## config.mk

```make
export PLATFORM = sky130hd
export DESIGN_NAME = fft_twiddle_rom
export DESIGN_NICKNAME = d
export VERILOG_FILES = /design/src/fft_pkg.sv /design/src/fft_twiddle_rom.sv
export SDC_FILE = /design/constraint.sdc
export NUM_CORES = 1
export LEC_CHECK = 0
export ABC_AREA = 0
export BUFFER_PORTS_ARGS = -buffer_cell sky130_fd_sc_hd__buf_2
export CAP_MARGIN = 5
export CELL_PAD_IN_SITES_DETAIL_PLACEMENT = 0
export CELL_PAD_IN_SITES_GLOBAL_PLACEMENT = 1
export CORE_AREA = 2 2 64 66
export CTS_BUF_LIST = sky130_fd_sc_hd__clkbuf_8
export DETAILED_ROUTE_END_ITERATION = 6
export DIE_AREA = 0 0 66 68
export PLACE_DENSITY_LB_ADDON = 0.1
export SLEW_MARGIN = 10
export SYNTH_ARGS = -nofsm -noshare
export SYNTH_HDL_FRONTEND = slang
export SYNTH_SLANG_ARGS = --single-unit
```

## constraint.sdc

```tcl
create_clock -name clk -period 1.5 [get_ports clk]
set_input_delay 0.225 -clock clk [delete_from_list [all_inputs] [get_ports clk]]
set_output_delay 0.225 -clock clk [all_outputs]
set_load 0.01 [all_outputs]
```

## src/fft_pkg.sv

```systemverilog
`default_nettype none

package fft_pkg;

	// ########################################################################
	// transform geometry
	// ########################################################################

	localparam int FFT_POINTS   = 32;
	localparam int FFT_STAGES   = 5;
	localparam int ADDR_W       = 5;
	localparam int SAMPLE_W     = 16;
	localparam int TWIDDLE_FRAC = 14;

	// one register stage for the product and one for the sum and difference
	localparam int BFLY_LATENCY = 2;

	typedef logic signed [SAMPLE_W-1:0] sample_t;
	typedef logic signed [SAMPLE_W-1:0] twiddle_t;
	typedef logic [ADDR_W-1:0] addr_t;
	typedef logic [2:0] stage_t;

	// real part sits in the low half, so a bus word reads as {im, re}
	typedef struct packed {
		sample_t im;
		sample_t re;
	} cplx_t;

	// ########################################################################
	// host register map
	// ########################################################################

	localparam int AXI_ADDR_W = 8;

	localparam logic [AXI_ADDR_W-1:0] REG_CTRL   = 8'h00;
	localparam logic [AXI_ADDR_W-1:0] REG_STATUS = 8'h04;

	// word n of the sample window lives at WIN_BASE + 4n
	localparam logic [AXI_ADDR_W-1:0] WIN_BASE   = 8'h80;

	localparam logic [1:0] RESP_OKAY   = 2'b00;
	localparam logic [1:0] RESP_SLVERR = 2'b10;

endpackage

`default_nettype wire
```

## src/fft_twiddle_rom.sv

```systemverilog
`timescale 1ns/100ps
`default_nettype none

module fft_twiddle_rom
	import fft_pkg::*;
(
	input  logic              clk,
	input  logic [ADDR_W-2:0] tw_index,
	output cplx_t             twiddle
);

	twiddle_t cos_v;
	twiddle_t nsin_v;

	// W32^k = cos(2 pi k/32) - j sin(2 pi k/32), scaled by 2^14 and rounded
	always_comb
	begin
		case (tw_index)
			4'd0:    {nsin_v, cos_v} = {16'sd0, 16'sd16384};
			4'd1:    {nsin_v, cos_v} = {-16'sd3196, 16'sd16069};
			4'd2:    {nsin_v, cos_v} = {-16'sd6270, 16'sd15137};
			4'd3:    {nsin_v, cos_v} = {-16'sd9102, 16'sd13623};
			4'd4:    {nsin_v, cos_v} = {-16'sd11585, 16'sd11585};
			4'd5:    {nsin_v, cos_v} = {-16'sd13623, 16'sd9102};
			4'd6:    {nsin_v, cos_v} = {-16'sd15137, 16'sd6270};
			4'd7:    {nsin_v, cos_v} = {-16'sd16069, 16'sd3196};
			4'd8:    {nsin_v, cos_v} = {-16'sd16384, 16'sd0};
			4'd9:    {nsin_v, cos_v} = {-16'sd16069, -16'sd3196};
			4'd10:   {nsin_v, cos_v} = {-16'sd15137, -16'sd6270};
			4'd11:   {nsin_v, cos_v} = {-16'sd13623, -16'sd9102};
			4'd12:   {nsin_v, cos_v} = {-16'sd11585, -16'sd11585};
			4'd13:   {nsin_v, cos_v} = {-16'sd9102, -16'sd13623};
			4'd14:   {nsin_v, cos_v} = {-16'sd6270, -16'sd15137};
			default: {nsin_v, cos_v} = {-16'sd3196, -16'sd16069};
		endcase
	end

	// registered to line up with the synchronous sample memory
	always_ff @(posedge clk)
	begin
		twiddle.re <= cos_v;
		twiddle.im <= nsin_v;
	end

endmodule

`default_nettype wire

```

[Word-level counts from Yosys, hierarchy flattened]
Memories as Yosys holds them, arrays and structs flattened. A register that Yosys moved wholly into a read port is not among the register bits.
Index checks and enable logic that the tools add are counted.
Storage, ports and cells
  register bits after elaboration: 0
  memory bits (read-only): 512
  bits of input ports: 5
  output and inout bits: 32
  logic and storage cells: 1
  memories: 1
Memory list
  (name not given): words 16, width 32, read ports 1, clocked after Yosys merged registers in 1, wr ports 0, line fft_twiddle_rom.sv:18  | case (tw_index)

[Logic depth before layout (Yosys ltp)]
  word-level depth: 0
  depth in mapped cells: 6
  gate-level depth less buffers: 5

[Least setup slack after synthesis]
OpenSTA, ideal clock, no wires.
  kind: input -> register
  start: in tw_index[1]
  end: reg, netlist name twiddle[10]
  setup time: 0.136 ns
  arrival: 1.353 ns
  required time: 1.364 ns
  slack: 0.011 ns
  cell stages on the path: 5
  path buffers: 1
  path through: buf_2 > inv_1 > ha_1 > inv_1 > mux4_1
RTL lines
  from (decl): line fft_twiddle_rom.sv:8  | input logic [ADDR_W-2:0] tw_index,

==> flow_summary.yaml <==
timing:
  finalHoldViolCount: 0
  setup_viol: 0
  fin_crit_sh: 0.7630
  fin_setup_tns_ns: 0
  timing.hold.ws_ns: 0.3105
  slew_headroom: 0.7257
  fmax_mhz: 873.8
  drv_slew: 0
  period_needed_ns: 1.144
  worstMarginPinSlew_ns: 0.4115
  rsz0062_at_grt: "no"
layout:
  largest_reg_flops: 30
  regArea_um2: 600.6
  drive_above_1_share: 0.3043
  diodes: 0
  syn2layout_area_growth_pct: 25.95
  regMostFlops: "twiddle"
  final_nets: 196
  multi_input_area_um2: 626.9
  most-common-layout-cells: "buf_2 (36), dfxtp_1 (30), nand2_1 (14)"
  largest_registers: "twiddle: 30 flops"
  fillers: 402
  final_common_cell: "buf_2"
global_route:
  met1_usage: 0.1964
  grt_pass1_vias: 968
  gr-max-usage-layer: "met2"
  grt_use_met3: 0.03783
  grt_usage: 0.1469
  gr-usage-met2: 0.2071
  grt-ovfl-total: 0
  grt_pass1_wl_mm: 4.788
  antenna_found_initial: 0
  grt_max_degree: 31
clock_tree:
  cts_buffers: 5
  cts_hold_buf: 0
  clkSinkCount: 30
  post_cts_buffers: 0
  postCtsResizedCells: 0
  cts_root_buf: "clkbuf_8"
  clk_pin_slew_ns: 0.06
  clockBufferDepth: 2
  cts_tree: "yes"
  cts_max_level: 2
synth:
  synth_warnings: 0
  async_flop_share: 0
  synth-seq-cells: 30
  synth_edf_count: 0
  dominantRegCellSynth: "dfxtp_1"
  synth_cell_types: 29
  postSynthCellCount: 142
  avgSynthCellArea_um2: 9.305
  mappedNetlistNets: 155
  seq_area_frac_synth: 0.4545
  netlist_area_mm2: 0.001321
critical_path:
  crit_path_max_incr_delay_ns: 0.35
  crit_fanout: 5
  required_ns: 1.68
  path_class: "in2reg"
  cp-end-kind: "flip-flop"
  cp-start-kind: "input port"
  path_cells: "buf_2 > inv_1 > ha_1 > buf_4 > nor2_1 > o21bai_1 > o221a_2"
  cpLargestDelayFamily: "adder cells"
  arrival_ns: 1.32
  cp_num_buf_inv: 3
  crit_path_top_delay_cell: "ha_1"
floorplanning:
  die_w_um: 66
  std_cell_rows: 23
  coreArea_mm2: 0.003856
  dieArea_mm2: 0.004488
  initial_core_util: 0.3426
  die_height_um: 68
  pin_count: 37
routing:
  drt-initial-drc-count: 31
  ant_nets: 0
  vias: 1071
  firstDrtPassIters: 4
  routedWlPerCell_um: 12.43
  via_per_inst: 4.577
  route.detailed.drc: 0
  routed_wl_mm: 2.909
hold_path:
  worstHoldPathType: "in2reg"
pwr:
  leakagePower_nw: 0.7973
  max-vdd-ir-drop_mv: 0.4467
  cellPowerDensity_mw_per_mm2: 1141
placement:
  hpwl_mm: 2.077
  io_buffers: 36
  place_congestion: 0.7742
status:
  status: "complete, no violations"
job:
  maxCapViolCount: 0
[worst paths after layout]
check           to  cells past startpoint         from
max    twiddle[25]                      7  tw_index[0]
min    twiddle[12]                      3  tw_index[0]
[synthesized netlist by cell type, drive strengths merged (4+ instances only)]
master	count	area share
a21oi	5	0.019
buf	9	0.051
dfxtp	30	0.45
ha	8	0.076
inv	4	0.011
nand2	14	0.040
nand2b	8	0.038
nand3	6	0.023
nor2	9	0.026
o21ai	11	0.042
o31ai	8	0.045
[power breakdown]
group          switching [W]  total, W  leakage, nW  internal, W
Clock               0.000292  0.000654       0.0524     0.000362
Sequential         0.0000168  0.000891        0.252     0.000875
Combinational       0.000197  0.000353        0.493     0.000156
Total               0.000506   0.00190        0.797      0.00139
[final cells by class]
type / instances / share of cell area
clock buffer: 6 / 0.04962
clock inverter: 2 / 0.005263
inverter: 4 / 0.009023
multi-input combinational: 96 / 0.3767
sequential: 30 / 0.3609
tap: 50 / 0.03759
timing repair buffer: 46 / 0.1609
[per-stage QoR]
| step | worst slack (ns) | power [W] | instances | cell area, µm² | util |
|---|---|---|---|---|---|
| floorplan | 0.01121 | 0.001127 | 142 | 1321 | - |
| global placement | 0.1072 | 0.001264 | 226 | 1573 | 0.4079 |
| detailed placement | 0.05555 | 0.001264 | 226 | 1573 | 0.4079 |
| CTS | 0.3516 | 0.001922 | 234 | 1664 | 0.4315 |
| global route | 0.2774 | 0.002005 | 234 | 1664 | 0.4315 |
| finish | 0.3555 | 0.001898 | 234 | 1664 | 0.4315 |
[logic make-up (layout without fill, tap and decap cells)]
group	after synthesis	count (layout)	synth area share
AO/OA/AOI/OAI	37	37	0.1837
multiplexers	3	3	0.03504
AND/OR/NAND/NOR	48	48	0.1799
flip-flops	30	30	0.4545
buffers and inverters	16	58	0.07102
adder cells (fa/ha/maj)	8	8	0.07576
[routing by layer]
metal / share of wire / wire [µm]
met1: 0.50 / 1454
met4: 0.021 / 62
met5: 0 / 0
met3: 0.066 / 192
met2: 0.41 / 1200
[worst min-delay path: cells and delay by family]
kind,cells,cell delay [ns]
AO/OA/AOI/OAI,1,0.17
buffers and inverters,2,0.17
Power figures use the tool's default switching activity.
