## src/fft_pkg.sv

```systemverilog
`default_nettype none

package fft_pkg;

	// ########################################################################
	// transform geometry
	// ########################################################################

	localparam int FFT_POINTS   = 32;
	localparam int FFT_STAGES   = 5;
	localparam int ADDR_W       = 5;
	localparam int SAMPLE_W     = 16;
	localparam int TWIDDLE_FRAC = 14;

	// one register stage for the product and one for the sum and difference
	localparam int BFLY_LATENCY = 2;

	typedef logic signed [SAMPLE_W-1:0] sample_t;
	typedef logic signed [SAMPLE_W-1:0] twiddle_t;
	typedef logic [ADDR_W-1:0] addr_t;
	typedef logic [2:0] stage_t;

	// real part sits in the low half, so a bus word reads as {im, re}
	typedef struct packed {
		sample_t im;
		sample_t re;
	} cplx_t;

	// ########################################################################
	// host register map
	// ########################################################################

	localparam int AXI_ADDR_W = 8;

	localparam logic [AXI_ADDR_W-1:0] REG_CTRL   = 8'h00;
	localparam logic [AXI_ADDR_W-1:0] REG_STATUS = 8'h04;

	// word n of the sample window lives at WIN_BASE + 4n
	localparam logic [AXI_ADDR_W-1:0] WIN_BASE   = 8'h80;

	localparam logic [1:0] RESP_OKAY   = 2'b00;
	localparam logic [1:0] RESP_SLVERR = 2'b10;

endpackage

`default_nettype wire
```

## src/fft_butterfly.sv

```systemverilog
`timescale 1ns/100ps
`default_nettype none

module fft_butterfly
	import fft_pkg::*;
(
	input  logic  clk,
	input  logic  arst_n,
	input  logic  in_valid,
	input  cplx_t top,
	input  cplx_t bot,
	input  cplx_t twiddle,
	output logic  out_valid,
	output cplx_t out_top,
	output cplx_t out_bot
);

	// full width products plus one bit for the sum of two of them
	logic signed [2*SAMPLE_W:0] mul_re;
	logic signed [2*SAMPLE_W:0] mul_im;
	logic signed [SAMPLE_W:0]   sum_re;
	logic signed [SAMPLE_W:0]   sum_im;
	logic signed [SAMPLE_W:0]   dif_re;
	logic signed [SAMPLE_W:0]   dif_im;
	cplx_t                      top_q;
	cplx_t                      prod_q;
	logic                       mid_valid;

	assign mul_re = bot.re * twiddle.re - bot.im * twiddle.im;
	assign mul_im = bot.re * twiddle.im + bot.im * twiddle.re;

	assign sum_re = top_q.re + prod_q.re;
	assign sum_im = top_q.im + prod_q.im;
	assign dif_re = top_q.re - prod_q.re;
	assign dif_im = top_q.im - prod_q.im;

	always_ff @(posedge clk)
	begin
		// drop the twiddle fraction, then keep the low sample width
		top_q     <= top;
		prod_q.re <= mul_re[TWIDDLE_FRAC +: SAMPLE_W];
		prod_q.im <= mul_im[TWIDDLE_FRAC +: SAMPLE_W];
		// halve every stage so five stages scale the result by 1/32
		out_top.re <= sum_re[SAMPLE_W:1];
		out_top.im <= sum_im[SAMPLE_W:1];
		out_bot.re <= dif_re[SAMPLE_W:1];
		out_bot.im <= dif_im[SAMPLE_W:1];
	end

	always_ff @(posedge clk or negedge arst_n)
	begin
		if (!arst_n)
		begin
			mid_valid <= 1'b0;
			out_valid <= 1'b0;
		end
		else
		begin
			mid_valid <= in_valid;
			out_valid <= mid_valid;
		end
	end

endmodule

`default_nettype wire

```

## config.mk

```make
export PLATFORM = sky130hd
export DESIGN_NAME = fft_butterfly
export DESIGN_NICKNAME = d
export VERILOG_FILES = /design/src/fft_pkg.sv /design/src/fft_butterfly.sv
export SDC_FILE = /design/constraint.sdc
export NUM_CORES = 2
export LEC_CHECK = 0
export BUFFER_PORTS_ARGS = -buffer_cell sky130_fd_sc_hd__buf_2
export CAP_MARGIN = 20
export CORE_MARGIN = 2
export CORE_UTILIZATION = 30
export DETAILED_ROUTE_END_ITERATION = 8
export GPL_ROUTABILITY_DRIVEN = 1
export GPL_TIMING_DRIVEN = 0
export HOLD_SLACK_MARGIN = 0.02
export PLACE_DENSITY_LB_ADDON = 0.05
export SYNTH_ARGS = -nofsm -noshare
export SYNTH_HDL_FRONTEND = slang
export SYNTH_SLANG_ARGS = --single-unit
```

## constraint.sdc

```tcl
create_clock -name clk -period 4 [get_ports clk]
set_clock_uncertainty 0.1 [all_clocks]
set_input_delay 0.2 -clock clk [delete_from_list [all_inputs] [get_ports clk]]
set_output_delay 0.2 -clock clk [all_outputs]
set_load 0.05 [all_outputs]
```

[Yosys cells after proc, flatten, opt, wreduce, memory -nomap -nowiden]
Cells that the tools add are included.
Word-level totals
  output and inout bits: 65
  word-level logic and storage cells: 20
  register bits after elaboration: 130
Cells by class
  $mul: 4
  add/subtract/negate cells: 6
Operators with widths (count)
  16-bit by 16-bit multiplier with 30-bit output: 4
  16-bit by 16-bit adder with 17-bit output: 2
  16-bit by 16-bit subtractor with 17-bit output: 2
  30-bit adder: 1
  30-bit subtractor: 1

[Logic depth before layout (Yosys ltp)]
  word-level depth: 2
  gate-level depth with buffers: 28
  gate-level depth less buffers: 27

[Worst setup path after synthesis]
No wires, ideal clock.
  kind: input -> register
  start: input bot[31] (netlist bit)
  end: register prod_q[14] (netlist bit)
  data required time: 3828 ps
  stages on the path: 27
  buffers on the path: 2
  setup slack: -3302 ps
  arrival: 7130 ps
  library setup time: 72 ps
  cells stage by stage: clkbuf_1 > clkbuf_1 > nand2_1 > inv_1 > fa_1 > inv_1 > fa_1 > inv_1 > fa_1 > inv_1 > fa_1 > fa_1 > fa_1 > fa_1 > inv_1 > fa_1 > inv_1 > ha_1 > and3_1 > and3_1 > a32oi_1 > o21ai_0 > a31oi_1 > o31a_1 > o21ai_0 > a21oi_1 > xnor2_1
On the way
  cells in the longest elaborated chain, start to end: 2
Ends and longest elaborated chain
  start: declaration: line fft_butterfly.sv:11  | input cplx_t bot,
  16-bit by 16-bit multiplier with 30-bit output: line fft_butterfly.sv:29  | assign mul_re = bot.re * twiddle.re - bot.im * twiddle.im;
  30-bit subtractor: line fft_butterfly.sv:29
  named net mul_re[28]: line fft_butterfly.sv:19  | logic signed [2*SAMPLE_W:0] mul_re;
  end: declaration: line fft_butterfly.sv:26  | cplx_t prod_q;
The timed path passes the listed nets, and every way through them passes these cells.

[Final worst setup path]
  start: input twiddle[14] (netlist bit)
  end: register prod_q[7] (netlist bit)
On the way
  cells in the longest elaborated chain, start to end: 2
Ends and longest elaborated chain
  start: declaration: line fft_butterfly.sv:12  | input cplx_t twiddle,
  16-bit by 16-bit multiplier with 30-bit output: line fft_butterfly.sv:29
  30-bit subtractor: line fft_butterfly.sv:29
  named net mul_re[21]: line fft_butterfly.sv:19
The timed path passes the listed nets, and every way through them passes these cells.

==> impl_metrics.ini <==
[global_routing]
grt_pass1_vias = 32520
grt_antenna_before_repair = 35
track_usage_pct = 23.10
grt_pass1_wl_mm = 236.3
grt-ovfl-total = 0
grt_max_degree = 17

[route]
ant_nets = 0
viasPerCell = 4.476
drt_iter0_markers = 2004
drc_errors = 0
wl_per_cell_microns = 23.98
firstDrtPassIters = 5
vias = 30490
wl_mm = 163.4

[setup_path]
cp_max_fo = 10
endpoint = prod_q[7]
start_kind = primary input
startpoint = twiddle[14]
critPathRequiredTime_ns = 4.31
rr_endpoint = out_top[15]
cp.arrival_ns = 7.10
rrSetupSlack_ns = 0.49
r2r_start = top_q[1]
ff2ff_path_depth = 11
crit_type = primary input to flop
worst_setup_path_end_kind = flop

[min_path]
hold_path.startpoint = top[29]
hp-class = primary input to flop

[clocking]
path_clk_slew_ns = 0.06
cts_sinks = 130
cts_made_buffers = 17
insertion_delay_ns = 0.48
htreeDepth = 4
ctsRootBufferMaster = clkbuf_16
cts_tree = built
cts.path.max_buffers = 2

[floorplanning]
io_pins = 164
die_x_microns = 381.5
die_y_microns = 381.5
die-area_sq_mm = 0.1455
start_util_pct = 30.23
rows = 138
core_area_sq_mm = 0.1414

[timing]
finalSetupViolCount = 32
finalHoldViolCount = 0
slew_headroom_pct = 39.95
worst_pin_slew_ns = 0.8891
period_share_pct = 169.9
worst_slack_ns = -2.796
hold_slack_ns = 0.2480
slew_violations = 0
grt_setup_unrepaired = true
timing.fmax_ghz = 0.1471
fin_crit_ns = 6.796

[status]
violations = setup timing
outcome = complete, but fails checks

[finish]
n_fill_cell = 14780
area_growth_pct = 19.35
layoutNonFillerInstCount = 6813
nets = 6420
drive_above_1_share_pct = 13.44

[synth]
ys.flop_type = dfxtp_1
synth_area_leaders = fa_1, inv_1, ha_1, and2_1, dfxtp_1
synth_edf_count = 0
postSynthCellCount = 4526
synth.distinct_cells = 62
avgSynthCellArea_sq_um = 9.444
ys_async_sr_fraction_pct = 1.538
synth_seq_cells = 130
yosys_warnings = 0
synth_area_sq_mm = 0.04274
yosys.area.top_type_share_pct = 50.96
synth_fp_nets = 6060
yosysTopAreaCell = fa_1
ys_seq_area_share_pct = 6.112

[placed_design]
place_hpwl_mm = 134.5
placedCellCount = 6604
port-buffer-count = 163
gp_congestion = 0.9323

[flow_run]
cap_violations = 0
kinds of logic after synthesis:
kind of cell / count (synthesis) / share of synthesized area (%)
mux: 3 / 0.07026
flops: 130 / 6.112
fa+ha+maj: 1435 / 61.12
compound gates: 166 / 2.763
simple gates: 1191 / 14.17
xor+xnor: 146 / 2.992
buf+inv: 1455 / 12.78
flip-flops by register name (all words and copies together) (netlist names):
| signal | flops |
|---|---|
| mid_valid | 1 |
| out_bot | 32 |
| out_top | 32 |
| out_valid | 1 |
| prod_q | 32 |
| top_q | 32 |
placed cells by master (no fill, tap or decap), types with 39 or more instances in the layout:
cell	netlist	layout
and2_1	532	516
buf_2	1	142
buf_4	0	120
clkbuf_16	0	59
dfxtp_1	128	128
fa_1	1088	1060
ha_1	347	335
inv_1	1251	1228
nand2_1	459	451
nand2b_1	39	39
nor2_1	91	86
xnor2_1	111	107
stage by stage:
step                worst slack (ns)  area (sq um)  setup TNS [ns]  utilization (%)
finish                        -2.796         51010          -81.11            36.07
global route                  -3.005         50950          -87.62            36.03
CTS                           -2.830         49930          -79.64            35.31
detailed placement            -4.616         46630         -129.28            32.98
global placement              -4.663         46210         -132.20            32.67
floorplan                     -2.829         43030          -77.17                -
worst min path at each step:
stage,to,slack [ns],cells after the start
detailed placement,out_valid,-0.11,1
global route,top_q[28],0.23,2
CTS,top_q[20],0.21,2
finish,top_q[29],0.25,2
floorplan,mid_valid,-0.20,0
global placement,mid_valid,-0.11,1
synth_stat cells (all sizes together), types with 8 or more instances:
| master | n |
|---|---|
| inv | 1251 |
| fa | 1088 |
| and2 | 532 |
| nand2 | 459 |
| ha | 347 |
| clkbuf | 199 |
| dfxtp | 128 |
| xnor2 | 111 |
| nor2 | 91 |
| nand2b | 39 |
| a21oi | 37 |
| xor2 | 35 |
| o21ai | 26 |
| nor3 | 20 |
| o21bai | 17 |
| nor2b | 16 |
| o21a | 11 |
| a211oi | 9 |
| a21o | 9 |
| or3 | 8 |
metal layers:
layer	GRT usage [%]	share of wire (%)	up-vias
met5	0	0.050	-
met4	5.219	2.3	12
met3	4.049	7.1	100
met2	35.93	45	793
met1	33.36	45	15980
li1	-	-	13610
worst max-delay path: stages:
cell      delay, ns
buf_2          0.12
clkbuf_2       0.36
and2_1         0.31
fa_1           0.48
inv_1          0.05
fa_1           0.48
fa_1           0.57
inv_2          0.04
fa_1           0.46
fa_2           0.60
fa_1           0.44
fa_1           0.52
inv_2          0.04
fa_1           0.51
inv_2          0.05
ha_4           0.22
and3_4         0.17
and3_4         0.18
a32oi_4        0.26
buf_4          0.16
buf_6          0.08
o211ai_1       0.13
a21oi_2        0.20
nor2b_1        0.08
o21a_1         0.19
nor2_2         0.10
xnor2_1        0.11
layout make-up:
type / count / area, sq um / area share [%]
Buffer: 201 / 2441 / 4.785
Inverter: 1252 / 4716 / 9.244
Sequential cell: 130 / 2613 / 5.121
Timing Repair Buffer: 343 / 2928 / 5.739
Antenna cell: 27 / 67.56 / 0.1324
Clock inverter: 6 / 105.1 / 0.2060
Tap cell: 1890 / 2365 / 4.636
Clock buffer: 23 / 488.0 / 0.9566
Multi-Input combinational cell: 2941 / 35290 / 69.18
what timing repair did:
action                                  in CTS  in global routing
buffers inserted                            56                 61
hold buffers                                35                  0
hold endpoints to repair                    35                  0
gates resized for setup                    498                195
cloned                                       0                  3
pin swaps                                   44                 67
endpoints found under the setup margin      32                 32
Power is not shown: default switching activity piles up to over one toggle a cycle in this logic, so the estimate is an artifact.
