[src/fft_pkg.sv]
`default_nettype none

package fft_pkg;

	// ########################################################################
	// transform geometry
	// ########################################################################

	localparam int FFT_POINTS   = 32;
	localparam int FFT_STAGES   = 5;
	localparam int ADDR_W       = 5;
	localparam int SAMPLE_W     = 16;
	localparam int TWIDDLE_FRAC = 14;

	// one register stage for the product and one for the sum and difference
	localparam int BFLY_LATENCY = 2;

	typedef logic signed [SAMPLE_W-1:0] sample_t;
	typedef logic signed [SAMPLE_W-1:0] twiddle_t;
	typedef logic [ADDR_W-1:0] addr_t;
	typedef logic [2:0] stage_t;

	// real part sits in the low half, so a bus word reads as {im, re}
	typedef struct packed {
		sample_t im;
		sample_t re;
	} cplx_t;

	// ########################################################################
	// host register map
	// ########################################################################

	localparam int AXI_ADDR_W = 8;

	localparam logic [AXI_ADDR_W-1:0] REG_CTRL   = 8'h00;
	localparam logic [AXI_ADDR_W-1:0] REG_STATUS = 8'h04;

	// word n of the sample window lives at WIN_BASE + 4n
	localparam logic [AXI_ADDR_W-1:0] WIN_BASE   = 8'h80;

	localparam logic [1:0] RESP_OKAY   = 2'b00;
	localparam logic [1:0] RESP_SLVERR = 2'b10;

endpackage

`default_nettype wire
[src/fft_regs.sv]
`timescale 1ns/100ps
`default_nettype none

module fft_regs
	import fft_pkg::*;
(
	input  logic                  clk,
	input  logic                  arst_n,
	input  logic [AXI_ADDR_W-1:0] awaddr,
	input  logic                  awvalid,
	output logic                  awready,
	input  logic [31:0]           wdata,
	input  logic [3:0]            wstrb,
	input  logic                  wvalid,
	output logic                  wready,
	output logic [1:0]            bresp,
	output logic                  bvalid,
	input  logic                  bready,
	input  logic [AXI_ADDR_W-1:0] araddr,
	input  logic                  arvalid,
	output logic                  arready,
	output logic [31:0]           rdata,
	output logic [1:0]            rresp,
	output logic                  rvalid,
	input  logic                  rready,
	input  logic                  busy,
	input  cplx_t                 host_rdata,
	output addr_t                 host_addr,
	output cplx_t                 host_wdata,
	output logic                  host_we,
	output logic                  host_re,
	output logic                  start,
	output logic                  done
);

	logic  wr_go;
	logic  wr_hs;
	logic  wr_err;
	logic  aw_win;
	logic  aw_ctrl;
	logic  rd_go;
	logic  rd_hs;
	logic  rd_err;
	logic  ar_win;
	logic  ar_ctrl;
	logic  ar_stat;
	logic  rd_pend;
	logic  rd_win_q;
	logic  rd_stat_q;
	logic  run_q;
	logic  busy_q;
	addr_t aw_idx;
	addr_t ar_idx;

	function automatic addr_t bit_rev(input addr_t idx);
		addr_t r;
		for (int i = 0; i < ADDR_W; i++)
			r[i] = idx[ADDR_W-1-i];
		return r;
	endfunction

	// ########################################################################
	// address decode
	// ########################################################################

	// wstrb is not decoded, every write stores a full word
	assign aw_win  = awaddr >= WIN_BASE;
	assign aw_ctrl = awaddr == REG_CTRL;
	assign ar_win  = araddr >= WIN_BASE;
	assign ar_ctrl = araddr == REG_CTRL;
	assign ar_stat = araddr == REG_STATUS;
	assign aw_idx  = awaddr[ADDR_W+1:2];
	assign ar_idx  = araddr[ADDR_W+1:2];

	// STATUS is read only, so a write there lands in the unmapped case
	assign wr_err = (aw_win && run_q) || (aw_ctrl && wdata[0] && run_q) || !(aw_win || aw_ctrl);
	assign rd_err = (ar_win && run_q) || !(ar_win || ar_ctrl || ar_stat);

	// a write offer wins over a read offer, so the two handshakes never share a cycle
	assign wr_go = awvalid && wvalid && !awready && !bvalid;
	assign rd_go = arvalid && !arready && !rd_pend && !rvalid && !wr_go;
	assign wr_hs = awready && awvalid && wvalid;
	assign rd_hs = arready && arvalid;

	// samples go in bit-reversed so the engine can skip the input permutation
	assign host_addr  = wr_hs ? bit_rev(aw_idx) : ar_idx;
	assign host_wdata = cplx_t'(wdata);
	assign host_we    = wr_hs && aw_win && !run_q;
	assign host_re    = rd_hs && ar_win && !run_q;
	assign start      = wr_hs && aw_ctrl && wdata[0] && !run_q;

	always_ff @(posedge clk or negedge arst_n)
	begin
		if (!arst_n)
		begin
			awready <= 1'b0;
			wready  <= 1'b0;
			bvalid  <= 1'b0;
			arready <= 1'b0;
			rd_pend <= 1'b0;
			rvalid  <= 1'b0;
			busy_q  <= 1'b0;
			run_q   <= 1'b0;
			done    <= 1'b0;
		end
		else
		begin
			awready <= wr_go;
			wready  <= wr_go;
			arready <= rd_go;
			rd_pend <= rd_hs;
			busy_q  <= busy;
			if (wr_hs)
				bvalid <= 1'b1;
			else if (bready)
				bvalid <= 1'b0;
			// memory data is back one cycle after the handshake
			if (rd_pend)
				rvalid <= 1'b1;
			else if (rready)
				rvalid <= 1'b0;
			// status busy and done change on the same edge
			if (start)
			begin
				run_q <= 1'b1;
				done  <= 1'b0;
			end
			else if (busy_q && !busy)
			begin
				run_q <= 1'b0;
				done  <= 1'b1;
			end
		end
	end

	always_ff @(posedge clk)
	begin
		if (wr_hs)
			bresp <= wr_err ? RESP_SLVERR : RESP_OKAY;
		if (rd_hs)
		begin
			rresp     <= rd_err ? RESP_SLVERR : RESP_OKAY;
			rd_win_q  <= ar_win && !run_q;
			rd_stat_q <= ar_stat;
		end
		if (rd_pend)
			rdata <= rd_win_q ? host_rdata : rd_stat_q ? {30'd0, done, run_q} : 32'd0;
	end

	a_bvalid_hold: assert property (@(posedge clk) disable iff (!arst_n)
		bvalid && !bready |=> bvalid);
	a_rvalid_hold: assert property (@(posedge clk) disable iff (!arst_n)
		rvalid && !rready |=> rvalid && $stable(rdata));

endmodule

`default_nettype wire

[config.mk]
export PLATFORM = sky130hd
export DESIGN_NAME = fft_regs
export DESIGN_NICKNAME = d
export VERILOG_FILES = /design/src/fft_pkg.sv /design/src/fft_regs.sv
export SDC_FILE = /design/constraint.sdc
export NUM_CORES = 1
export LEC_CHECK = 0
export BUFFER_PORTS_ARGS = -buffer_cell sky130_fd_sc_hd__buf_2
export CORE_UTILIZATION = 41
export DETAILED_ROUTE_END_ITERATION = 10
export PLACE_DENSITY = 0.93
export SKIP_CTS_REPAIR_TIMING = 1
export SLEW_MARGIN = 20
export SYNTH_ARGS = -nofsm -noshare
export SYNTH_HDL_FRONTEND = slang
export SYNTH_SLANG_ARGS = --single-unit
[constraint.sdc]
create_clock -name clk -period 4.8 [get_ports clk]
set_clock_uncertainty 0.15 [all_clocks]
set_input_delay 1.44 -clock clk [delete_from_list [all_inputs] [get_ports clk]]
set_output_delay 1.44 -clock clk [all_outputs]
set_load 0.02 [all_outputs]
**After elaboration in Yosys (flattened, before gate mapping)**

Cells that the tools add are included.

- Memories: 0
- Output and inout bits: 82
- Logic and storage cells: 73
- Flip-flop bits (word level): 46
- Latch bits: 0
- Memory bits (writable): 0
- Bits of input ports: 92
- Memory bits (read-only): 0

- $mul: 0
- Shifts and indexed selects: 0
- $lt $le $gt $ge: 2
- Mux-type cells: 13
- Reduce and logical (&&, ||, !) cells: 44
- Equality and inequality tests: 1
- Add/sub/neg operators: 0
- Bitwise gates (word level): 0
- Divide/modulo/power cells: 0

Operators by type and width:

| operator | count |
|---|---|
| $mux 32 | 1 |
| $logic_and 1x1->1 | 23 |
| $ge 8x8->1 const B | 2 |
| $logic_not 8->1 | 2 |
| $logic_not 1->1 | 10 |
| $eq 8x3->1 const B | 1 |
| $mux 1 | 8 |
| $logic_or 1x1->1 | 6 |
| $mux 2 | 3 |
| $reduce_bool 2->1 | 3 |
| $mux 5 | 1 |

**Logic depth before layout (Yosys ltp)**

- Depth in word-level cells: 6
- Gate-level depth with buffers: 4
- Depth with buffers taken out: 4

**Worst setup path before layout**

OpenSTA, ideal clock, no wires.

- Path type: input-to-output
- From: input wvalid
- To: output host_addr[1]
- Path slack: 1.087 ns
- Data arrival time: 2.123 ns
- Stages: 3
- Path buffers: 0
- Required time: 3.210 ns
- Path through: nand3_1 inv_2 mux2_1

- Longest elaborated chain between the ends: 2

RTL lines:

| what | line | text |
|---|---|---|
| start, declared | fft_regs.sv:14 | `input logic wvalid,` |
| $logic_and 1x1->1 | fft_regs.sv:82 | `assign wr_hs = awready && awvalid && wvalid;` |
| via wr_hs | fft_regs.sv:37 | `logic wr_hs;` |
| $mux 5 | fft_regs.sv:86 | `assign host_addr = wr_hs ? bit_rev(aw_idx) : ar_idx;` |
| end, declared | fft_regs.sv:28 | `output addr_t host_addr,` |

The timed path passes the listed nets, and every way through them passes these cells.

**Worst setup path in the final report**

- From: input awvalid
- To: output host_addr[2]

- Longest elaborated chain between the ends: 3

RTL lines:

| what | line | text |
|---|---|---|
| start, declared | fft_regs.sv:10 | `input logic awvalid,` |
| $logic_and 1x1->1 (2 in a row) | fft_regs.sv:82 |  |
| via wr_hs | fft_regs.sv:37 |  |
| $mux 5 | fft_regs.sv:86 |  |

The timed path passes the listed nets, and every way through them passes these cells.

==> metrics.md <==
| Metric | Value |
|---|---|
| Outcome | finished clean |
| Die Span Y | 71.9 um |
| Worst skew pair latency | 280 ps |
| Setup Viol. Count Final | 0 |
| Initial antenna violation count | 0 |
| Via-to-Cell Ratio | 4.36 |
| Number of antenna-violating nets in the routed design | 0 |
| Most numerous cell in the Yosys netlist | edfxtp_1 |
| Synth Area in Compound Gates | 2.37% |
| WL final | 3.89 mm |
| Adder-Cell Fraction of Synth Area | 0% |
| CP arrival | 2410 ps |
| Simple-gate share of the synthesized area | 16.1% |
| Peak VDD IR | 0.114 mV |
| Htree depth | 2 |
| Critical path endpoint category | primary output |
| Leakage | 1.13 nW |
| Final hold vios | 0 |
| Post-synth ARST share | 18.2% |
| Routed len/inst | 13.1 um |
| Number of flops mapped to enable cells by yosys | 36 |
| Most frequent cells after synthesis | edfxtp_1 (36), buf_4 (35), and2_1 (33) |
| GPL Wtd Cong | 0.726 |
| Achievable frequency | 250 MHz |
| Critical path fanouts, max | 6 |
| Placed insts | 290 |
| Starting density of the core | 42.4% |
| Mapped Area | 2000 sq um |
| Via count | 1300 |
| CTS Buffer Depth | 2 |
| Worst min-delay path class | register to register |
| Diodes inserted | 0 |
| Period utilisation layout | 83.3% |
| Utilization after layout | 52.1% |
| Reg with most FFs | rdata |
| Ratio of cells with drive above 1 in the final layout | 50.2% |
| Crit path launch type | input port |
| Num CTS Buffers | 5 |
| Cell variety after synth | 24 |
| GR Overflow Total | 0 |
| P per Cell Area | 332 nW/um^2 |
| Critical Setup Path Class | input port to primary output |
| Vias in the first global route | 1166 |
| Mux contribution to synthesized area | 2.81% |
| Worst-Margin Slew | 755 ps |
| Die footprint | 5170 sq um |
| Register area share after synthesis | 63.9% |
| Max-slew violations | 0 |
| First-pass GRT wire length | 5.51 mm |
| Post-DP HPWL | 3.17 mm |
| CP Data Required Time | 3210 ps |
| Max-cap check violation count | 0 |
| Clk sinks | 44 |
| Layout Nets | 322 |
| Most common flop cell mapped by yosys | edfxtp_1 |
| All-Layer GR Usage | 14.5% |
| # rows | 25 |
| Ranking of synthesized cells by area | edfxtp_1 (54%), buf_4 (13%), and2_1 (10%) |
| Cells after Synth | 154 |
| Relative slew slack | 49.7% |
| Area grow syn2layout | 22.7% |
| 1st-iter DRT viols | 48 |
| RSZ-0062 raised after global routing | false |
| Setup TNS | 0 ps |
| Root buffer cell | clkbuf_8 |
| Yosys top cell area share | 53.9% |
| CTS tree | built |
| # port buffers | 105 |
| Post-Synth XOR/XNOR Area | 0% |
| Synthesized area per cell | 13.0 sq um |
| Largest family of logic cells by synthesized area | simple AND/OR/NAND/NOR gates |
| #FFs+latches synth | 44 |
| Chip width | 71.9 um |
| Drt first pass iters | 4 |
| IO Pins | 174 |
| Yosys Warn Count | 0 |
| Post-route DRC | 0 |
| Min Tclk post-route | 4000 ps |
| Clock transition at path regs | 70 ps |
| Non-Filler Instances | 298 |
| Core area | 4720 sq um |
| Largest net degree at the start of global routing | 35 |
| Yosys top cell by area | edfxtp_1 |
| Number of flip-flops in the largest register | 32 |
[per-layer routing]
metal  part of all wire (%)  track usage (%)  up-vias
met5                      0                0        -
met4                    2.5             7.19        0
met3                    9.3             5.56       15
met2                     49             24.6       81
met1                     39             16.1      566
li1                       -                -      638
[through the flow]
stage	total power, mW	hold slack, ps	area [sq um]	worst slack (ps)
2_1_floorplan	0.549	402	2010	1090
3_3_place_gp	0.558	285	2350	837
3_5_place_dp	0.561	302	2350	798
4_1_cts	0.828	309	2460	796
5_1_grt	0.849	339	2460	739
6_report	0.817	301	2460	801
[layout make-up]
| type | instances | area (sq um) |
|---|---|---|
| fillers | 418 | 2260 |
| well taps | 67 | 83.8 |
| clock buffers | 6 | 72.6 |
| multi-input cells | 68 | 434 |
| inverters | 5 | 18.8 |
| flip-flops and latches | 44 | 1280 |
| clock inverters | 2 | 35.0 |
| repair buffers | 106 | 533 |
[report_power, final]
part / internal, mW / leakage, nW / switching [mW]
registers: 0.437 / 0.437 / 0.00982
clock network: 0.154 / 0.0552 / 0.112
logic: 0.0428 / 0.636 / 0.0606
total: 0.634 / 1.13 / 0.183
[worst max-delay path, stage by stage]
cell	delay, ps
buf_2	100
nand3_1	180
inv_2	180
mux2_1	350
buf_2	160
[layout by cell type, fill, tap and decap left out, types with 2 or more instances in the layout]
cell type    n
dfrtp_1      8
clkbuf_8     5
a21o_1       2
o21ai_1      3
edfxtp_1    36
buf_2      105
nor4_1       3
mux2_1       5
o21ai_0      2
and2_1      33
conb_1       2
nor2b_1      3
nand2_1      6
inv_1        4
[worst paths after layout]
check | end | startpoint | slack [ps] | cells past startpoint
hold reg to reg | arready$_DFF_PN0_ | arready$_DFF_PN0_ | 300 | 1
hold / removal | arready$_DFF_PN0_ | arready$_DFF_PN0_ | 300 | 1
max in group asynchronous | rd_pend$_DFF_PN0_ | arst_n | 3510 | 1
min in group asynchronous | run_q$_DFFE_PN0P_ | arst_n | 830 | 1
setup reg to reg | rdata[0]$_DFFE_PP_ | rd_win_q$_DFFE_PN_ | 3380 | 1
setup / recovery | host_addr[2] | awvalid | 800 | 5
[cells by family (layout without fill, tap and decap cells)]
| kind of cell | Yosys count | in the layout |
|---|---|---|
| other | 1 | 2 |
| AO/OA/AOI/OAI | 8 | 8 |
| flip-flops | 44 | 44 |
| buffers and inverters | 43 | 119 |
| AND/OR/NAND/NOR | 53 | 53 |
| multiplexers | 5 | 5 |
No activity file was read; power rests on OpenSTA's default activity.
