### src/fft_pkg.sv
`default_nettype none

package fft_pkg;

	// ########################################################################
	// transform geometry
	// ########################################################################

	localparam int FFT_POINTS   = 32;
	localparam int FFT_STAGES   = 5;
	localparam int ADDR_W       = 5;
	localparam int SAMPLE_W     = 16;
	localparam int TWIDDLE_FRAC = 14;

	// one register stage for the product and one for the sum and difference
	localparam int BFLY_LATENCY = 2;

	typedef logic signed [SAMPLE_W-1:0] sample_t;
	typedef logic signed [SAMPLE_W-1:0] twiddle_t;
	typedef logic [ADDR_W-1:0] addr_t;
	typedef logic [2:0] stage_t;

	// real part sits in the low half, so a bus word reads as {im, re}
	typedef struct packed {
		sample_t im;
		sample_t re;
	} cplx_t;

	// ########################################################################
	// host register map
	// ########################################################################

	localparam int AXI_ADDR_W = 8;

	localparam logic [AXI_ADDR_W-1:0] REG_CTRL   = 8'h00;
	localparam logic [AXI_ADDR_W-1:0] REG_STATUS = 8'h04;

	// word n of the sample window lives at WIN_BASE + 4n
	localparam logic [AXI_ADDR_W-1:0] WIN_BASE   = 8'h80;

	localparam logic [1:0] RESP_OKAY   = 2'b00;
	localparam logic [1:0] RESP_SLVERR = 2'b10;

endpackage

`default_nettype wire
### src/fft_sequencer.sv
`timescale 1ns/100ps
`default_nettype none

module fft_sequencer
	import fft_pkg::*;
(
	input  logic              clk,
	input  logic              arst_n,
	input  logic              start,
	output logic              busy,
	input  addr_t             host_addr,
	input  cplx_t             host_wdata,
	input  logic              host_we,
	input  logic              host_re,
	output cplx_t             host_rdata,
	output addr_t             addr_a,
	output cplx_t             wdata_a,
	output logic              we_a,
	output addr_t             addr_b,
	output cplx_t             wdata_b,
	output logic              we_b,
	input  cplx_t             rdata_a,
	output logic [ADDR_W-2:0] tw_index,
	output logic              in_valid,
	input  logic              out_valid,
	input  cplx_t             out_top,
	input  cplx_t             out_bot
);

	// one cycle of memory read ahead of the butterfly pipeline
	localparam int DLY = BFLY_LATENCY + 1;

	stage_t            stage_q;
	logic [ADDR_W-1:0] pair_q;
	logic [ADDR_W-1:0] half;
	logic [ADDR_W-1:0] mask;
	logic [ADDR_W-1:0] pos;
	logic [7:0]        tw_wide;
	addr_t             top_addr;
	addr_t             bot_addr;
	logic              issue;
	logic              drained;
	logic [DLY-1:0]    iss_pipe;
	addr_t             top_dly [DLY];
	addr_t             bot_dly [DLY];

	// the top bit of pair_q marks that all 16 pairs of the stage have issued
	assign half     = ADDR_W'(1) << stage_q;
	assign mask     = half - 1'b1;
	assign pos      = {1'b0, pair_q[ADDR_W-2:0]} & mask;
	assign top_addr = (({1'b0, pair_q[ADDR_W-2:0]} & ~mask) << 1) | pos;
	assign bot_addr = top_addr | half;
	assign tw_wide  = ({3'd0, pos} << 4) >> stage_q;
	assign tw_index = tw_wide[ADDR_W-2:0];

	// a result writing back holds both ports, so no read issues in that cycle
	assign issue   = busy && !pair_q[ADDR_W-1] && !out_valid;
	assign drained = pair_q[ADDR_W-1] && !(|iss_pipe);

	assign in_valid   = iss_pipe[0];
	assign host_rdata = rdata_a;

	always_ff @(posedge clk or negedge arst_n)
	begin
		if (!arst_n)
		begin
			busy     <= 1'b0;
			stage_q  <= '0;
			pair_q   <= '0;
			iss_pipe <= '0;
		end
		else
		begin
			iss_pipe <= {iss_pipe[DLY-2:0], issue};
			if (!busy)
			begin
				if (start)
				begin
					busy    <= 1'b1;
					stage_q <= '0;
					pair_q  <= '0;
				end
			end
			else if (issue)
				pair_q <= pair_q + 1'b1;
			else if (drained)
			begin
				pair_q <= '0;
				if (stage_q == stage_t'(FFT_STAGES - 1))
					busy <= 1'b0;
				else
					stage_q <= stage_q + 1'b1;
			end
		end
	end

	always_ff @(posedge clk)
	begin
		top_dly[0] <= top_addr;
		bot_dly[0] <= bot_addr;
		for (int i = 1; i < DLY; i++)
		begin
			top_dly[i] <= top_dly[i-1];
			bot_dly[i] <= bot_dly[i-1];
		end
	end

	// results go back in place, top on port a and bottom on port b
	always_comb
	begin
		addr_a  = top_addr;
		addr_b  = bot_addr;
		wdata_a = out_top;
		wdata_b = out_bot;
		we_a    = 1'b0;
		we_b    = 1'b0;
		if (busy)
		begin
			if (out_valid)
			begin
				addr_a = top_dly[DLY-1];
				addr_b = bot_dly[DLY-1];
				we_a   = 1'b1;
				we_b   = 1'b1;
			end
		end
		else if (host_we || host_re)
		begin
			addr_a  = host_addr;
			wdata_a = host_wdata;
			we_a    = host_we;
		end
	end

	a_no_host_write_busy: assert property (@(posedge clk) disable iff (!arst_n)
		busy |-> !host_we);
	a_no_port_collision: assert property (@(posedge clk) disable iff (!arst_n)
		we_a && we_b |-> addr_a != addr_b);

endmodule

`default_nettype wire

### config.mk
export PLATFORM = sky130hd
export DESIGN_NAME = fft_sequencer
export DESIGN_NICKNAME = d
export VERILOG_FILES = /design/src/fft_pkg.sv /design/src/fft_sequencer.sv
export SDC_FILE = /design/constraint.sdc
export NUM_CORES = 1
export LEC_CHECK = 0
export BUFFER_PORTS_ARGS = -buffer_cell sky130_fd_sc_hd__buf_2
export CAP_MARGIN = 15
export CORE_AREA = 2 2 98 100
export DETAILED_ROUTE_END_ITERATION = 8
export DIE_AREA = 0 0 100 102
export PLACE_DENSITY = 0.69
export SETUP_SLACK_MARGIN = 0.3
export SLEW_MARGIN = 15
export SYNTH_ARGS = -nofsm -noshare
export SYNTH_HDL_FRONTEND = slang
export SYNTH_SLANG_ARGS = --single-unit
### constraint.sdc
create_clock -name clk -period 2.1 [get_ports clk]
set_input_delay 0 -clock clk [delete_from_list [all_inputs] [get_ports clk]]
set_output_delay 0 -clock clk [all_outputs]
set_load 0.01 [all_outputs]
Word level (Yosys, flattened, before mapping):

Memories as Yosys holds them, arrays and structs flattened.
Cells that the tools add are included.

* input port bits: 139
* output and inout port bits: 114
* RAM bits: 30
* register bits after elaboration: 12
* memories kept: 2

Memories
* bot_dly: words 3, width 5, rd ports 3, clocked after memory_dff 0, write ports 3, line fft_sequencer.sv:45 `addr_t bot_dly [DLY];`
* top_dly: words 3, width 5, rd ports 3, clocked after memory_dff 0, write ports 3, line fft_sequencer.sv:44 `addr_t top_dly [DLY];`

* bitwise logic cells: 5
* add/sub/neg operators: 3
* shift-type cells: 2
* equality and inequality tests: 5
* reduce and logical (&&, ||, !) cells: 11
* multiplexer cells: 25

Operators with widths (count)
* $mux W32: 2
* $mux W5: 9
* $mux W3: 5
* $or A5 B5 Y5: 2
* $mux W1: 9
* $shr A8 B3 Y4: 1
* $add A5 B1 Y5 const B: 1
* $and A4 B5 Y5: 1
* $shl A1 B3 Y5 const A: 1
* $sub A5 B1 Y5 const B: 1
* $and A4 B4 Y4: 1
* $ne A2 B2 Y1 const B: 2
* $not A4 Y4: 1
* $reduce_and A4 Y1: 1
* $add A3 B1 Y3 const B: 1
* $eq A3 B3 Y1 const B: 1
* $logic_and A1 B1 Y1: 3
* $logic_not A1 Y1: 3
* $ne A3 B1 Y1 const B: 1
* $reduce_or A3 Y1: 1
* $ne A2 B1 Y1 const B: 1
* $reduce_and A2 Y1: 1
* $reduce_bool A2 Y1: 1
* $logic_or A1 B1 Y1: 1

Longest topological paths before layout:

Gate-level depths: netlist of the first run.

* depth after elaboration: 8
* gate-level depth with buffers: 11
* gate-level depth less buffers: 9

Least setup slack after synthesis of the first run:

Ideal clock, no wire load.

* kind: register to output
* start point: reg stage_q[1]
* end point: out tw_index[3]
* setup slack: -0.225 ns
* required time: 2.100 ns
* stages on the path, launching flop included: 12
* arrival time: 2.325 ns
* cells stage by stage: dfrtp_1 -> clkbuf_1 -> inv_1 -> ha_1 -> buf_6 -> nor2b_1 -> inv_1 -> ha_1 -> nand2_1 -> o21ai_0 -> a21oi_1 -> o31ai_1

* word-level cells in the longest chain between the ends: 4

Ends and longest elaborated chain
* start, declared: line fft_sequencer.sv:33 `stage_t stage_q;`
* start signal, assigned: line fft_sequencer.sv:92 `stage_q <= stage_q + 1'b1;`
* $shl A1 B3 Y5: line fft_sequencer.sv:48 `assign half = ADDR_W'(1) << stage_q;`
* $sub A5 B1 Y5: line fft_sequencer.sv:49 `assign mask = half - 1'b1;`
* $and A4 B5 Y5: line fft_sequencer.sv:50 `assign pos = {1'b0, pair_q[ADDR_W-2:0]} & mask;`
* $shr A8 B3 Y4 (*): line fft_sequencer.sv:53 `assign tw_wide = ({3'd0, pos} << 4) >> stage_q;`
* end, declared: line fft_sequencer.sv:23 `output logic [ADDR_W-2:0] tw_index,`

Every way passes the cells marked *; elsewhere a longest branch is shown, timed or not.

Worst setup path in the final report of the first run:

* start point: reg stage_q[1]
* end point: out addr_a[3]

* word-level cells in the longest chain between the ends: 7

Ends and longest elaborated chain
* $shl A1 B3 Y5 (*): line fft_sequencer.sv:48
* $sub A5 B1 Y5 (*): line fft_sequencer.sv:49
* $not A4 Y4: line fft_sequencer.sv:51 `assign top_addr = (({1'b0, pair_q[ADDR_W-2:0]} & ~mask) << 1) | pos;`
* $and A4 B4 Y4: line fft_sequencer.sv:51
* $or A5 B5 Y5 (*): line fft_sequencer.sv:51
* via top_addr[3]: line fft_sequencer.sv:39 `addr_t top_addr;`
* $mux W5, on equally long branches: line fft_sequencer.sv:127, fft_sequencer.sv:119
* $mux W5 (*): line fft_sequencer.sv:117 `if (busy)`
* end, declared: line fft_sequencer.sv:16 `output addr_t addr_a,`

The timed path passes the listed nets; every way through them passes the cells marked *.

==> results of run 1 <==
## metal layers
metal	vias to the layer above	global-route usage [%]	share of wire, %
met2	177	28.2	42
met4	4	3.27	1.1
li1	1249	-	-
met5	-	9.13	1.1
met1	1186	23.2	38
met3	17	15.0	18
## where the power goes
group / switching (uW) / total, uW / internal, uW
clock network: 307 / 546 / 239
logic: 1250 / 2440 / 1190
registers: 220 / 1370 / 1150
## repair_timing
| item | in CTS | in global routing |
|---|---|---|
| hold endpoints to repair | 12 | 0 |
| resized for setup | 31 | 9 |
| hold buffers | 1 | 0 |
| setup endpoints to repair | 19 | 15 |
| setup buffers | 10 | 7 |
| pin swaps | 15 | 12 |
## cells by family (layout without fill, tap and decap cells)
logic type | after synthesis | after routing | share of synthesized area, %
simple gates | 152 | 152 | 25.0
buf+inv | 92 | 178 | 22.9
compound gates | 51 | 51 | 13.1
flops | 42 | 42 | 34.4
fa+ha+maj | 7 | 7 | 3.35
mux | 2 | 2 | 0.860
xor+xnor | 1 | 1 | 0.335
## metrics by stage
stage | setup slack [ns] | instance area [um^2] | total power (uW)
2_1_floorplan | 0.211 | 2690 | 2670
3_3_place_gp | 0.0670 | 3000 | 3170
3_5_place_dp | 0.0000633 | 3000 | 3210
4_1_cts | -0.151 | 3320 | 4160
5_1_grt | -0.257 | 3400 | 4660
6_report | -0.189 | 3400 | 4360
## state kept, by name (all words and copies together) (netlist names)
signal and count:
iss_pipe 3, stage_q 3, top_dly 15, pair_q 5
bot_dly 15, busy 1
## final cells by class
cell class	instances	area share [%]
well taps	111	4.08
repair buffers	158	26.4
inverters	12	1.51
multi-input cells	213	38.8
clock buffers	5	2.02
clock inverters	3	0.662
flip-flops and latches	42	26.5
## cell usage in the layout, fill, tap and decap left out, types with 3 or more instances in the layout
master      n
clkbuf_8    5
dfrtp_1    10
a22o_1      6
ha_4        6
o21ai_0     6
nand2_1   109
dfxtp_1    30
inv_1       6
a21oi_2     3
nand3_1     6
buf_4      29
o21ai_2     5
nor4_1      4
buf_2     123
nor2_1     14
buf_6       5
a21oi_1     4
a31oi_1     6
inv_4       3
a21o_1      7
inv_2       3
## worst paths after layout
| check | endpoint | startpoint | cells after the start | slack [ns] |
|---|---|---|---|---|
| worst max-delay path | addr_a[3] | stage_q[1] | 7 | -0.19 |
| worst min-delay path | wdata_b[20] | out_bot[20] | 0 | 0.00002 |
| worst max register to register | top_dly[0][3] | stage_q[1] | 5 | 0.30 |
| worst min register to register | bot_dly[0][8] | bot_dly[0][3] | 0 | 0.32 |
| max in group asynchronous | stage_q[0] | arst_n | 2 | 1.76 |
| min in group asynchronous | stage_q[1] | arst_n | 2 | 0.10 |
==> out/metrics.yaml, run 1 <==
grt_max_degree: 23
fin_nets: 578
h-tree-depth: 2
synthToLayoutAreaGrowth_pct: 30.1
worstMarginPinSlew_ns: 0.382
hold_class: "input pin to output pin"
cts_root_buffer: "clkbuf_8"
async_reset_ff_share_pct: 28.6
maxSlewViolCount: 0
synth_cell_type_count: 42
wl_mm: 10.8
dpl.hpwl_mm: 8.83
ys_warn_count: 0
critical-path-slowest-cell: "dfrtp_2"
synth_ff_type: "dfxtp_1"
hold_viol: 0
synthCells: 347
drc: 0
wl_per_cell_um: 19.8
final.setup.worst_slack_ns: -0.189
fin_skew_ns: 0.00885
path_max_fanout: 6
grt_pass1_vias: 2487
ios: 253
cts_made_buffers: 5
synth_edf_count: 0
coreArea_um2: 9110
failed_checks: "negative setup slack"
setup_viol: 7
synthTopCellsByArea: "dfxtp_1 (23%), buf_4 (18%), nand2_1 (16%)"
crit_chain: "ha_4 > ha_4 > or4b_4 > o211a_4 > a22o_1 > a21o_1 > buf_2"
setup_tns_ns: -0.726
drt-pass1-iter-count: 4
synth_top_area_share_pct: 22.9
tritoncts: "yes"
synth_seq_cells: 42
max_freq_mhz: 437
outcome: "complete, but fails checks"
p_leak_uw: 0.00179
start_kind: "flip-flop"
cts_buffer_depth: 2
die_y_um: 102
avgSynthCellArea_um2: 7.54
post-route-util_pct: 37.4
grt_pass1_wl_mm: 14.8
vias_per_cell: 4.84
yosysSeqAreaShare_pct: 34.4
slew-limit-headroom_pct: 74.3
critical_path_buf_inv_count: 1
yosysTopAreaCell: "dfxtp_1"
portBuffers: 124
critPathKind: "flip-flop to output pin"
dp_cells: 518
critical_path.top_delay_family: "compound AO/OA/AOI/OAI gates"
ir_drop_uv: 797
fillers: 964
drt-initial-drc-count: 106
regArea_um2: 903
die_w_um: 100
rsz0062_at_grt: "yes"
finalNonFillerCells: 544
antenna_found_initial: 0
synth_fp_nets: 493
hold_ws_ns: 0.0000220
grt_use_total_pct: 19.7
powerDensity_nw_per_um2: 1280
slowest_delay_ns: 0.49
fin_crit_sh_pct: 109
antenna_left: 0
fin_crit_ns: 2.29
netlist_area_um2: 2620
gp_congestion: 0.877
cp_common_cell: "ha_4"
drive_above_1_share_pct: 47.8
gr-total-overflow: 0
synth_common_cells: "nand2_1 (111), buf_4 (64), dfxtp_1 (30), nor2_1 (15), dfrtp_1 (12)"
row_count: 35
dieArea_um2: 10200
cp.required_ns: 2.10
yosysMostFrequentCell: "nand2_1"
cts.sinks: 42
start_util_pct: 28.7
dr_total_vias: 2633
clkLatencyLatePin_ns: 0.30
cp-end-kind: "output pin"
multi_input_comb_area_um2: 1320
diodes: 0
crit_arrival_ns: 2.29
cap_violations: 0
cts.clk_slew.worst_paths_ns: 0.09
Power figures use the tool's default switching activity.
==> run 2: changes to the inputs <==
- CORE_AREA: 2 2 98 100 -> default
- CORE_ASPECT_RATIO: default -> 0.6
- CORE_MARGIN: default -> 2
- CORE_UTILIZATION: default -> 33
- DIE_AREA: 0 0 100 102 -> default
- PLACE_DENSITY: 0.69 -> 0.77
==> run 2 against run 1 <==
Hold slack about the same. Highest routed layer is now met4. Total power is 14% higher. Setup slack improved by 0.055 ns. Clock power increased by 78%. Combinational power up 8%. Via count grew 0.76%. Register-to-register slack is essentially flat. Wire length fell by 10%. Sequential cell count did not move. Clock-buffer cell count grew 2. Clock skew down 0.0063 ns. Sequential power hardly changed. The flow still finishes with violations (negative setup slack).
==> out/metrics.yaml, run 2 (synthesized netlist as in run 1, its figures left out) <==
max_freq_mhz: 448
cts_buffer_depth: 2
cts_root_buffer: "clkbuf_16"
critical_path_buf_inv_count: 1
path_max_fanout: 5
cp-end-kind: "output pin"
cp-endpoint: "tw_index[0]"
grt_pass1_wl_mm: 13.4
cts.clk_slew.worst_paths_ns: 0.06
p_leak_uw: 0.00185
timing.rr.end: "top_dly[0][1]"
dr_total_vias: 2653
r2r_setup_slack_ns: 0.29
hold_class: "input pin to output pin"
drt-initial-drc-count: 228
antenna_left: 0
drive_above_1_share_pct: 48.3
rsz0062_at_grt: "yes"
h-tree-depth: 2
most-common-layout-cells: "buf_2 (122), nand2_1 (109), dfxtp_1 (30)"
wl_mm: 9.66
post-route-util_pct: 45.7
fin_skew_ns: 0.00254
dieArea_um2: 8680
powerDensity_nw_per_um2: 1400
grt_pass1_vias: 2298
r2r_start: "stage_q[0]"
maxSlewViolCount: 0
start_util_pct: 33.6
slowest_delay_ns: 0.47
gp_congestion: 0.876
cts.sinks: 42
critical-path-slowest-cell: "dfrtp_2"
ir_drop_uv: 657
fin_crit_ns: 2.23
hold_viol: 0
fillers: 720
antenna_found_initial: 0
worstMarginPinSlew_ns: 0.488
hold_ws_ns: 0.00000445
cts_made_buffers: 5
regArea_um2: 903
slew-limit-headroom_pct: 67.4
cp.required_ns: 2.10
final_cell_area_um2: 3560
coreArea_um2: 7790
failed_checks: "negative setup slack"
crit_arrival_ns: 2.23
worstSetupStartpoint: "stage_q[0]"
crit_chain: "ha_4 > ha_4 > or4b_4 > o211a_4 > and3_4 > o221a_1 > buf_2"
fin_nets: 578
crit_cells: 7
outcome: "complete, but fails checks"
portBuffers: 124
fin_crit_sh_pct: 106
drt-pass1-iter-count: 5
row_count: 25
pre_cts_slack_ns: 0.0530
final.setup.worst_slack_ns: -0.134
start_kind: "flip-flop"
grt_max_degree: 33
reg2regPathDepth: 9
cp_common_cell: "ha_4"
largestRegisters: "bot_dly x15, top_dly x15, pair_q x5"
critPathKind: "flip-flop to output pin"
cap_violations: 0
setup_viol: 10
wl_per_cell_um: 17.8
die_y_um: 73.0
drc: 0
die_w_um: 119
grt_use_total_pct: 20.4
place_area_um2: 3020
dpl.hpwl_mm: 7.42
synthToLayoutAreaGrowth_pct: 36.1
clkLatencyLatePin_ns: 0.28
diodes: 0
critical_path.top_delay_family: "simple AND/OR/NAND/NOR gates"
tritoncts: "yes"
gr-total-overflow: 0
final_common_cell: "buf_2"
multi_input_comb_area_um2: 1360
vias_per_cell: 4.90
ios: 253
-- run 2: changes by cell type in the layout (fill, tap and decap cells not counted), moves of 2 or more --
cell,before,now
clkbuf_8,5,1
clkbuf_16,0,6
buf_4,29,27
o21ai_1,0,2
nor2_2,1,3
buf_8,0,2
nor2_1,14,11
o21ai_2,5,3
-- run 2: cell type report --
class,count,share of cell area [%]
Inverter,12,1.40
Sequential cell,42,25.4
Clock buffer,7,4.60
Tap cell,108,3.79
Clock inverter,1,0.843
Timing Repair Buffer,158,25.9
Multi-Input combinational cell,213,38.1
-- run 2: through the flow --
step | total power (uW) | setup TNS, ns | std cells
final | 4980 | -0.799 | 541
after global routing | 5280 | -1.69 | 541
after CTS | 4610 | -0.465 | 535
after detailed placement | 3260 | 0 | 517
after global placement | 3220 | 0 | 517
after floorplan | 2670 | 0 | 347
-- run 2: worst min-delay path by stage --
stage / from / to / cells past startpoint / slack [ns]
final: rdata_a[3] / host_rdata[3] / 0 / 0.000004
after global routing: rdata_a[3] / host_rdata[3] / 0 / 0.00002
after CTS: rdata_a[0] / host_rdata[0] / 0 / 0.00007
after detailed placement: arst_n / stage_q[0] / 1 / -0.11
after global placement: arst_n / stage_q[0] / 1 / -0.11
after floorplan: arst_n / busy / 0 / -0.30
-- run 2: timing repair --
item	in CTS	in global routing
pin swaps	11	11
resized for setup	29	21
hold endpoints to repair	12	0
buffers inserted	9	6
hold buffers	1	0
endpoints found under the setup margin	47	47
-- run 2: worst register-to-register path: stages, from the launching register on --
cell      delay [ns]
dfrtp_2         0.48
inv_4           0.11
ha_4            0.15
nor2b_4         0.15
inv_2           0.06
ha_4            0.29
nand2b_4        0.15
buf_6           0.10
o21ai_2         0.06
buf_4           0.14
-- run 2: layer usage --
metal,wire (um),GRT usage (%),vias up
met5,0,0,-
met1,3600,23.1,1204
met2,4570,32.4,178
li1,-,-,1245
met4,338,8.60,0
met3,1140,10.9,26
-- run 2: report_power, final --
part / internal, uW / switching (uW)
Combinational: 1280 / 1360
Sequential: 1150 / 223
Clock: 665 / 305
==> run 3: changes to the inputs <==
- SKIP_CTS_REPAIR_TIMING: default -> 1
==> run 3 against run 2 <==
The flow still finishes with violations (negative setup slack). Final cell count decreased by 1.5%. Maximum frequency decreased by 1.5%. Register-to-register slack improved by 0.05 ns. Die area stayed put. Combinational power fell by 13%. Critical path type unchanged. Non-clock buffer count is 8 lower. Largest power group unchanged. Sequential share of layout area rose by 1.0 points. Sequential power about the same. Clock-buffer cell count stayed put. Clock skew is essentially flat. Global-route usage fell by 0.56 points. Total power shrank 7.6%.
==> out/metrics.yaml, run 3 (synthesized netlist as in run 1, its figures left out) <==
cp-end-kind: "output pin"
row_count: 25
hold_ws_ns: 0.00000392
drt-initial-drc-count: 156
cp.required_ns: 2.10
synthToLayoutAreaGrowth_pct: 30.7
coreArea_um2: 7790
final_common_cell: "buf_2"
clkLatencyLatePin_ns: 0.28
hold_end: "host_rdata[21]"
cts.sinks: 42
wl_mm: 9.16
drive_above_1_share_pct: 45.9
antenna_left: 0
final.setup.worst_slack_ns: -0.169
fillers: 743
most-common-layout-cells: "buf_2 (123), nand2_1 (109), dfxtp_1 (30)"
fin_crit_ns: 2.27
reg2regPathDepth: 4
dieArea_um2: 8680
crit_arrival_ns: 2.27
die_w_um: 119
p_leak_uw: 0.00179
timing.rr.end: "top_dly[0][3]"
cts_made_buffers: 5
hold_depth: 0
maxSlewViolCount: 0
max_freq_mhz: 441
critPathKind: "flip-flop to output pin"
failed_checks: "negative setup slack"
powerDensity_nw_per_um2: 1350
setup_viol: 9
dpl.hpwl_mm: 7.42
gr-total-overflow: 0
grt_pass1_wl_mm: 13.0
r2r_setup_slack_ns: 0.34
drt-pass1-iter-count: 6
slew-limit-headroom_pct: 67.5
cts_buffer_depth: 2
fin_skew_ns: 0.00226
portBuffers: 124
place_area_um2: 3020
gp_congestion: 0.876
setup_tns_ns: -0.685
hold_class: "input pin to output pin"
vias_per_cell: 4.76
h-tree-depth: 2
worstHoldStart: "rdata_a[21]"
wl_per_cell_um: 17.2
r2r_start: "stage_q[0]"
drc: 0
start_util_pct: 33.6
grt_pass1_vias: 2231
cts.clk_slew.worst_paths_ns: 0.06
outcome: "complete, but fails checks"
fin_nets: 570
path_max_fanout: 6
diodes: 0
grt_max_degree: 33
ir_drop_uv: 606
worstMarginPinSlew_ns: 0.486
rsz0062_at_grt: "yes"
grt_use_total_pct: 19.8
antenna_found_initial: 0
cts_root_buffer: "clkbuf_16"
largestRegisters: "bot_dly x15, top_dly x15, pair_q x5"
ios: 253
fin_crit_sh_pct: 108
tritoncts: "yes"
cap_violations: 0
dr_total_vias: 2538
hold_viol: 0
die_y_um: 73.0
final_cell_area_um2: 3420
start_kind: "flip-flop"
run 3: changes by cell type in the layout (fill, tap and decap cells not counted), sizes merged:
cell  delta
buf      -8
run 3: routing by layer:
metal	global-route usage [%]	share of wire [%]
met1	23.0	39
met4	7.28	2.8
met3	10.9	11
met5	0	0
met2	31.2	47
run 3: worst max-delay path by stage:
| stage | startpoint | to | slack, ns | cells past startpoint |
|---|---|---|---|---|
| CTS | stage_q[0] | tw_index[3] | -0.28 | 10 |
| global placement | stage_q[1] | tw_index[0] | 0.11 | 7 |
| global route | stage_q[1] | tw_index[3] | -0.25 | 10 |
| detailed placement | stage_q[0] | tw_index[3] | 0.05 | 10 |
| finish | stage_q[0] | tw_index[0] | -0.17 | 6 |
| floorplan | stage_q[0] | tw_index[0] | 0.21 | 7 |
run 3: cell type report:
cell class / instances / area, um^2 / area share [%]
clock inverters: 1 / 30.0 / 0.878
repair buffers: 150 / 843 / 24.6
multi-input cells: 213 / 1290 / 37.8
clock buffers: 7 / 164 / 4.79
inverters: 12 / 52.6 / 1.54
well taps: 108 / 135 / 3.95
flip-flops and latches: 42 / 903 / 26.4
run 3: metrics by stage:
step / setup slack, ns / utilization (%) / total power (uW) / instances
2_1_floorplan: 0.211 / - / 2670 / 347
3_3_place_gp: 0.112 / 38.7 / 3220 / 517
3_5_place_dp: 0.0530 / 38.7 / 3260 / 517
4_1_cts: -0.275 / 41.2 / 4250 / 525
5_1_grt: -0.253 / 43.9 / 4910 / 533
6_report: -0.169 / 43.9 / 4600 / 533
run 3: critical path, stage by stage, from the launching register on:
cell and delay (ns):
dfrtp_2 0.48, ha_2 0.23, or4b_4 0.54, o211a_4 0.19, and3_4 0.18, o221a_1 0.24, buf_2 0.14
run 3: power by group:
| group | internal [uW] | switching, uW |
|---|---|---|
| Combinational | 1070 | 1210 |
| Clock | 665 | 294 |
| Sequential | 1150 | 207 |
| Total | 2890 | 1710 |
